### src/hw/uesprit_pkg.sv
`default_nettype none

package uesprit_pkg;

    // one signed sample component
    typedef logic signed [15:0] sample_t;

    // accumulated correlation term, 32 bit products plus frame growth
    typedef logic signed [39:0] corr_t;

    // linear algebra input word
    typedef logic signed [15:0] la_t;

    // hd^2 + r12^2, always non-negative
    typedef logic [32:0] disc_t;

    // floor square root of disc_t
    typedef logic [16:0] root_t;

    // eigenvalues and eigenvector components
    typedef logic signed [17:0] eig_t;

    // run-time scaling of the correlation matrix
    typedef logic [4:0] shift_t;

    typedef struct packed {
        sample_t re;
        sample_t im;
    } cplx_sample_t;

    typedef struct packed {
        corr_t r11;
        corr_t r22;
        corr_t r12_re;
        corr_t r12_im;
    } corr_mat_t;

    typedef struct packed {
        la_t r11;
        la_t r22;
        la_t r12_re;
        la_t r12_im;
    } la_mat_t;

    typedef struct packed {
        eig_t lamb1;
        eig_t lamb2;
        eig_t eigen1_y;
        eig_t eigen2_y;
        eig_t eigen_x;
    } eig_result_t;

endpackage

`default_nettype wire

### src/hw/corr_scaler.sv
`timescale 1ns/1ps
`default_nettype none

module corr_scaler (
    input  logic                   clk,
    input  logic                   rst_n,
    input  uesprit_pkg::corr_mat_t acc_mat,
    input  logic                   acc_valid,
    input  uesprit_pkg::shift_t    shift,
    output uesprit_pkg::la_mat_t   corr,
    output logic                   corr_valid,
    output logic                   corr_sat
);

    import uesprit_pkg::*;

    localparam corr_t LA_MAX = 40'sd32767;
    localparam corr_t LA_MIN = -40'sd32768;

    corr_mat_t shifted;
    la_mat_t   clamped;
    logic      sat_any;

    function automatic logic out_of_range(input corr_t v);
        return (v > LA_MAX) || (v < LA_MIN);
    endfunction

    function automatic la_t clamp(input corr_t v);
        if (v > LA_MAX) begin
            return la_t'(LA_MAX);
        end else if (v < LA_MIN) begin
            return la_t'(LA_MIN);
        end
        return la_t'(v);
    endfunction

    always_comb begin
        shifted.r11    = acc_mat.r11 >>> shift;
        shifted.r22    = acc_mat.r22 >>> shift;
        shifted.r12_re = acc_mat.r12_re >>> shift;
        shifted.r12_im = acc_mat.r12_im >>> shift;

        clamped.r11    = clamp(shifted.r11);
        clamped.r22    = clamp(shifted.r22);
        clamped.r12_re = clamp(shifted.r12_re);
        clamped.r12_im = clamp(shifted.r12_im);

        sat_any = out_of_range(shifted.r11) || out_of_range(shifted.r22) ||
                  out_of_range(shifted.r12_re) || out_of_range(shifted.r12_im);
    end

    always_ff @(posedge clk) begin
        if (!rst_n) begin
            corr_valid <= 1'b0;
            corr_sat   <= 1'b0;
        end else begin
            corr_valid <= acc_valid;
            // flag is held with the matrix it belongs to
            if (acc_valid) begin
                corr_sat <= sat_any;
            end
        end
    end

    always_ff @(posedge clk) begin
        if (acc_valid) begin
            corr <= clamped;
        end
    end

endmodule

`default_nettype wire

### config.mk
export PLATFORM = sky130hd
export DESIGN_NAME = corr_scaler
export DESIGN_NICKNAME = d
export VERILOG_FILES = /design/src/hw/uesprit_pkg.sv /design/src/hw/corr_scaler.sv
export SDC_FILE = /design/constraint.sdc
export NUM_CORES = 1
export LEC_CHECK = 0
export ABC_AREA = 1
export BUFFER_PORTS_ARGS = -buffer_cell sky130_fd_sc_hd__buf_4
export CORE_MARGIN = 2
export CORE_UTILIZATION = 35
export DETAILED_ROUTE_END_ITERATION = 6
export GPL_ROUTABILITY_DRIVEN = 0
export PLACE_DENSITY_LB_ADDON = 0.1
export SYNTH_ARGS = -nofsm -noshare
export SYNTH_HDL_FRONTEND = slang
export SYNTH_SLANG_ARGS = --single-unit
export TNS_END_PERCENT = 20
### constraint.sdc
create_clock -name clk -period 3.55 [get_ports clk]
set_clock_uncertainty 0.1 [all_clocks]
set_input_delay 0.71 -clock clk [delete_from_list [all_inputs] [get_ports clk]]
set_output_delay 0.71 -clock clk [all_outputs]
set_load 0.02 [all_outputs]
# [After elaboration in Yosys (flattened, before gate mapping)]
# Cells that the tools add are included.
[totals] elab_cells=45 output_inout_bits=66 input_bits=168 regBits=66
[op_classes] magnitude_cmp=8 reduce_logical=7 n_mux=20 n_shift=4
[ops] operator="$mux W16" n=12
[ops] operator="$gt A40 B16 Y1 const B" n=4
[ops] operator="$lt A40 B16 Y1 const B" n=4
[ops] operator="$sshr A40 B5 Y40" n=4
[ops] operator="$mux W1" n=8
[ops] operator="$logic_or A1 B1 Y1" n=7

# [Logic depth before layout (Yosys ltp)]
# Gate-level depths: netlist (run 1).
[depth] ltp_word=6 mapped_depth=22 depth_no_buf=21

# [Worst setup path before layout (run 1)]
# OpenSTA, ideal clock, no wires.
[synth_timing] kind="input-to-reg" startpoint="in shift[1]" endpoint="reg corr[21] in the netlist's numbering (data pin)" arrival_ns=2.448 n_path_buf=4 setup_ns=0.255 path_stages=17 t_required_ns=3.195 path_slack_ns=0.748 cell_sequence="buf_4 inv_4 buf_4 buf_2 mux2i_1 nand2_1 nand3_1 nand3_1 o21ai_1 nand2_1 nor2_1 nand2_1 nor2_1 nand2_1 nand3_2 buf_4 nand2_1"
[synth_rtl] item="from (decl)" line_no="corr_scaler.sv:9" text="input uesprit_pkg::shift_t shift,"
[synth_rtl] item="to (signal assigned)" line_no="corr_scaler.sv:67" text="corr <= clamped;"
[synth_rtl] item="to (decl)" line_no="corr_scaler.sv:10" text="output uesprit_pkg::la_mat_t corr,"

==> impl_metrics.env, run 1 <==
export IMPL_die_width_um=184
export IMPL_start_kind="primary input"
export IMPL_final_cells=2714
export IMPL_grt_pass1_vias=13300
export IMPL_viasPerCell=5.66
export IMPL_hold_slack_ns=0.447
export IMPL_final_layout_size_suffix_gt1_share_pct=15.1
export IMPL_syn_inst=2139
export IMPL_numCtsBuffers=9
export IMPL_post_cts_buffers=0
export IMPL_start_util_pct=35.7
export IMPL_ys_ff_latch=66
export IMPL_num_fill_cells=3520
export IMPL_power_density_nw_per_um2=276
export IMPL_rsz0062_at_grt="false"
export IMPL_worstPathArrival_ns=3.14
export IMPL_seq_area_frac_synth_pct=17.3
export IMPL_core_area_um2=31800
export IMPL_hpwl_mm=38.1
export IMPL_required_ns=3.56
export IMPL_synth_area_per_cell_um2=5.31
export IMPL_status="finished clean"
export IMPL_min_period_ns=3.12
export IMPL_tns_ns=0
export IMPL_ctsResizeCount=0
export IMPL_clock_latency_ns=0.33
export IMPL_vias=15400
export IMPL_nNetsFinal=2441
export IMPL_wl_mm=48.0
export IMPL_area_growth_pct=22.4
export IMPL_final_antenna_net_count=0
export IMPL_path_clk_slew_ns=0.05
export IMPL_die_area_um2=33900
export IMPL_fp_row_count=65
export IMPL_hold_class="reg2reg"
export IMPL_synth_cell_type_count=39
export IMPL_dp_cells=2697
export IMPL_syn_num_nets=2307
export IMPL_drtIter0Drc=1880
export IMPL_die_height_um=184
export IMPL_critical_path_endpoint_type="flop"
export IMPL_io_pins=234
export IMPL_grtUsageTotal_pct=27.6
export IMPL_place_ws_ns=0.0809
export IMPL_worst_r2r_path_depth=2
export IMPL_regArea_um2=1960
export IMPL_drc=0
export IMPL_wl_per_cell_um=17.7
export IMPL_multi_input_area_um2=8380
export IMPL_drv_slew=0
export IMPL_fmax_ghz=0.320
export IMPL_portBuffers=233
export IMPL_worst_slack_ns=0.427
export IMPL_relSlewSlack_pct=61.5
export IMPL_ir_worst_vdd_mv=0.185
export IMPL_htree_levels=3
export IMPL_drtPass1Iterations=6
export IMPL_grt_pass1_wl_mm=74.3
export IMPL_final_util_pct=43.7
export IMPL_synth_edf_count=64
export IMPL_clk_root_buffer_cell="clkbuf_16"
export IMPL_leakage_nw=6.66
export IMPL_synth_area_um2=11400
export IMPL_tightest_slew_ns=0.571
export IMPL_grt_max_degree=110
export IMPL_hold_buffers=0
export IMPL_finalCritPeriodShare_pct=88.0
export IMPL_antenna_found_initial=2
export IMPL_ys_flop_type="edfxtp_1"
export IMPL_hold_path_depth=2
export IMPL_critical_path_class="in2reg"
export IMPL_cp_max_fo=51
export IMPL_clockBufferDepth=2
export IMPL_cts_tree="done"
export IMPL_setup_violations_final=0
export IMPL_finalHoldViolCount=0
export IMPL_yosysWarnings=0
export IMPL_cap_violations=0
export IMPL_async_flop_share_pct=0
export IMPL_cts_sinks=66
export IMPL_grt_overflow_total=0
[final timing paths]
| kind | from | to | slack, ns |
|---|---|---|---|
| worst min-delay path | corr_sat | corr_sat | 0.45 |
| worst max register to register | corr_sat | corr_sat | 2.81 |
| worst max-delay path | shift[0] | corr[35] | 0.43 |
| worst min register to register | corr_sat | corr_sat | 0.45 |
[state kept, by name (all words and copies together), names as in the netlist]
signal,cells
corr,64
corr_sat,1
corr_valid,1
[cell type report]
| type | instances | area share [%] |
|---|---|---|
| Inverter | 58 | 1.65 |
| Clock inverter | 6 | 0.423 |
| Timing Repair Buffer | 296 | 18.0 |
| Tap cell | 435 | 3.91 |
| Multi-Input combinational cell | 1842 | 60.3 |
| Sequential cell | 66 | 14.1 |
| Clock buffer | 9 | 1.62 |
| Antenna cell | 2 | 0.0360 |
[metrics by stage]
stage	total power, mW	area (um^2)
finish	3.84	13900
global route	4.08	13900
CTS	3.81	13900
detailed placement	2.93	13600
global placement	2.93	13600
floorplan	2.20	11400
[layout by cell type (no fill, tap or decap), drive strengths merged, types with 2 or more instances in the layout]
cell and n:
a31oi 32, nand4 12, clkinv 5, nor2 103, a211oi 3, o22ai 7
dfxtp 2, nand3 576, clkbuf 9, o21ai 175, or2 16, edfxtp 64
and2 4, nor3 6, diode 2, mux2i 9, nand2 815, a21oi 41
o211ai 25, a311oi 7, inv 57, a22oi 3, buf 296
[cell families (layout without fill, tap and decap cells)]
family | after synthesis | after routing | share of synthesized area (%)
AO/OA/AOI/OAI | 298 | 298 | 14.9
multiplexers | 9 | 9 | 0.793
AND/OR/NAND/NOR | 1535 | 1535 | 58.1
buffers and inverters | 231 | 369 | 8.96
flip-flops | 66 | 66 | 17.3
other | 0 | 2 | 0
[critical path, cell delays in order]
cell and delay, ns:
buf_4 0.14, inv_4 0.07, buf_12 0.25, buf_12 0.19
nand2_1 0.08, nand2_1 0.06, nand2_1 0.06, nand3_1 0.11
nand2_1 0.07, nand2_1 0.11, nand3_1 0.12, a21oi_1 0.20
nand4_1 0.10, nor3_1 0.14, nand2_1 0.08, nand2_2 0.07
nand2_1 0.09, buf_12 0.15, o21ai_0 0.30
[Yosys cell counts (all sizes together), types with 2 or more instances]
| master | number | area share, % |
|---|---|---|
| inv | 58 | 1.9 |
| nand3 | 576 | 25 |
| nand4 | 12 | 0.66 |
| dfxtp | 2 | 0.35 |
| o21ai | 175 | 8.0 |
| buf | 113 | 5.0 |
| a311oi | 7 | 0.54 |
| nor3 | 6 | 0.26 |
| a31oi | 32 | 1.8 |
| clkbuf | 60 | 2.0 |
| a21oi | 41 | 1.8 |
| or2 | 16 | 0.88 |
| nor2 | 103 | 3.4 |
| o211ai | 25 | 1.7 |
| nand2 | 815 | 27 |
| and2 | 4 | 0.22 |
| edfxtp | 64 | 17 |
| o22ai | 7 | 0.39 |
| a211oi | 3 | 0.20 |
| mux2i | 9 | 0.79 |
| a22oi | 3 | 0.20 |
[layer usage]
metal | up-vias | global-route usage (%) | wire [um]
li1 | 7572 | - | -
met1 | 6911 | 44.1 | 23600
met2 | 831 | 36.2 | 18300
met3 | 45 | 5.57 | 5290
met4 | 0 | 6.94 | 900
met5 | - | 0 | 0
[where the power goes]
group | total, mW | switching [mW] | internal [mW] | leakage, nW
combinational | 2.00 | 1.30 | 0.705 | 5.87
sequential | 0.962 | 0.0238 | 0.938 | 0.646
clock | 0.875 | 0.341 | 0.534 | 0.136
total | 3.84 | 1.66 | 2.18 | 6.66
Power figures use the tool's default switching activity.
==> run 2: changes to the inputs <==
ABC_AREA = default   (was 1)
==> run 2 against run 1 <==
The flow now finishes with violations (DRC). Combinational power increased by 31%. Global-route usage shrank 0.26 points. Sequential share of layout area down 2.4 points. Highest routed layer unchanged. Wire length grew 5.7%. Maximum frequency is 11% lower. Largest power group unchanged. Synthesized cell count down 40%. Critical path depth down 9.
==> impl_metrics.env, run 2 <==
export IMPL_wl_mm=50.8
export IMPL_die_width_um=190
export IMPL_io_pins=234
export IMPL_hpwl_mm=41.0
export IMPL_ys_ff_latch=66
export IMPL_seq_power_share_pct=21.6
export IMPL_grt_pass1_wl_mm=75.8
export IMPL_grt_pass1_vias=12300
export IMPL_tns_ns=0
export IMPL_regMostFlops="corr"
export IMPL_fp_row_count=68
export IMPL_nNetsFinal=1866
export IMPL_final_cells=2158
export IMPL_leakage_nw=6.97
export IMPL_ir_worst_vdd_mv=0.215
export IMPL_grt_max_degree=48
export IMPL_syn_num_nets=1452
export IMPL_final_common_cell="buf_4"
export IMPL_final_layout_size_suffix_gt1_share_pct=47.3
export IMPL_die_height_um=190
export IMPL_worstPathArrival_ns=3.60
export IMPL_cap_violations=0
export IMPL_setup_violations_final=0
export IMPL_antenna_found_initial=0
export IMPL_htree_levels=3
export IMPL_synth_top_area_share_pct=23.0
export IMPL_viasPerCell=5.99
export IMPL_r2r_setup_slack_ns=2.49
export IMPL_totalPowerFinal_mw=4.51
export IMPL_fmax_ghz=0.286
export IMPL_power_density_nw_per_um2=270
export IMPL_p_clk_share_pct=20.4
export IMPL_wl_per_cell_um=23.5
export IMPL_portBuffers=233
export IMPL_drc=2
export IMPL_placed_cell_area_um2=16200
export IMPL_relSlewSlack_pct=57.4
export IMPL_grtUsageTotal_pct=27.3
export IMPL_place_ws_ns=-0.824
export IMPL_clock_latency_ns=0.33
export IMPL_combinationalPowerShare_pct=58.0
export IMPL_ys_flop_type="edfxtp_1"
export IMPL_clk_root_buffer_cell="clkbuf_16"
export IMPL_sw_frac_of_total_pct=38.7
export IMPL_reg_top3="corr: 64 flops, corr_sat: 1 flops, corr_valid: 1 flops"
export IMPL_worst_slack_ns=0.0511
export IMPL_die_area_um2=36200
export IMPL_grt_overflow_total=0
export IMPL_drv_slew=0
export IMPL_seq_area_frac_synth_pct=16.1
export IMPL_start_util_pct=35.4
export IMPL_synth_cell_type_count=86
export IMPL_min_period_ns=3.50
export IMPL_clockBufferDepth=2
export IMPL_critical_path_class="in2reg"
export IMPL_largest_register_ffs=64
export IMPL_critical_path_endpoint_type="flop"
export IMPL_yosys_area_top_type="mux4_2"
export IMPL_area_growth_pct=37.6
export IMPL_numCtsBuffers=9
export IMPL_tightest_slew_ns=0.638
export IMPL_ys_top_cells_by_area="mux4_2 (23%), edfxtp_1 (16%), mux2i_1 (13%), mux2_2 (7.3%), o21ai_0 (3.9%)"
export IMPL_finalHoldViolCount=0
export IMPL_core_area_um2=34400
export IMPL_violations="DRC"
export IMPL_synth_area_per_cell_um2=9.47
export IMPL_hold_class="in2reg"
export IMPL_path_clk_slew_ns=0.06
export IMPL_synth_area_um2=12200
export IMPL_intPower_mw=2.77
export IMPL_start_kind="primary input"
export IMPL_cts_sinks=66
export IMPL_cp_max_fo=20
export IMPL_finalCritPeriodShare_pct=98.6
export IMPL_final_antenna_net_count=0
export IMPL_dp_cells=2139
export IMPL_syn_inst=1284
export IMPL_required_ns=3.65
export IMPL_async_flop_share_pct=0
export IMPL_final_area_um2=16700
export IMPL_vias=12900
export IMPL_yosysWarnings=0
export IMPL_insertedDiodeCount=0
export IMPL_power_switching_mw=1.74
export IMPL_status="finished with violations"
export IMPL_synth_common_cells="mux2i_1 (163), mux4_2 (124), nand2_1 (118)"
export IMPL_yosysMostFrequentCell="mux2i_1"
export IMPL_layout_common_cells="buf_4 (525), mux2i_1 (160), mux4_2 (125)"
export IMPL_drtIter0Drc=1468
export IMPL_synth_edf_count=64
export IMPL_hold_buffers=0
export IMPL_drtPass1Iterations=7
export IMPL_cts_tree="done"
## run 2: per-stage QoR
stage               util, %  hold WS (ns)
global route           48.7         0.507
CTS                    48.3         0.504
detailed placement     47.2         0.712
floorplan                 -         0.505
global placement       47.2         0.703
finish                 48.7         0.510
## run 2: final cells by class
type                    instances  area (um^2)
clock buffers                  10          229
repair buffers                545         4320
well taps                     455          569
fillers                      3340        17600
flip-flops and latches         66         1960
clock inverters                 6         67.6
multi-input cells            1064         9530
inverters                      12         48.8
## run 2: logic make-up (layout without fill, tap and decap cells)
group | count (synthesis) | in the layout | share of synthesized area (%)
and+or+nand+nor | 341 | 341 | 13.7
muxes | 369 | 369 | 44.4
buffers and inverters | 154 | 573 | 6.65
DFF | 66 | 66 | 16.1
AOI/OAI and AO/OA | 354 | 354 | 19.1
## run 2: critical path, cell delays in order
cell	delay (ns)
buf_16	0.17
buf_4	0.15
mux4_2	0.50
mux2_2	0.29
o21ai_0	0.20
or4b_4	0.51
o31ai_4	0.34
a41oi_4	0.22
nor4_4	0.35
a31oi_1	0.14
## run 2: timing repair
action | in CTS | in global routing
endpoints found under the hold margin | 0 | 0
endpoints found under the setup margin | 43 | 55
pin swaps | 3 | 4
gates resized for setup | 5 | 21
cloned | 1 | 0
setup buffers | 1 | 1
## run 2: final timing paths
kind,end,depth (start not counted),from
worst max-delay path,corr_sat,10,shift[0]
worst min-delay path,corr_valid,2,rst_n
worst max register to register,corr_sat,2,corr_sat
worst min register to register,corr_sat,2,corr_sat
## run 2: power groups by stage
stage / combinational [mW] / sequential, mW / clock (mW)
after floorplan: 1.27 / 1.08 / 0
after global placement: 2.51 / 0.994 / 0
after detailed placement: 2.51 / 0.993 / 0
after CTS: 2.54 / 0.977 / 0.937
after global routing: 2.78 / 0.982 / 0.961
final: 2.62 / 0.976 / 0.918
## run 2: routing by layer
metal	vias to the layer above	track usage [%]	part of all wire, %
li1	5955	-	-
met1	6224	43.9	49
met3	50	5.26	9.9
met2	698	37.3	40
met5	-	0	0
met4	0	5.04	1.7
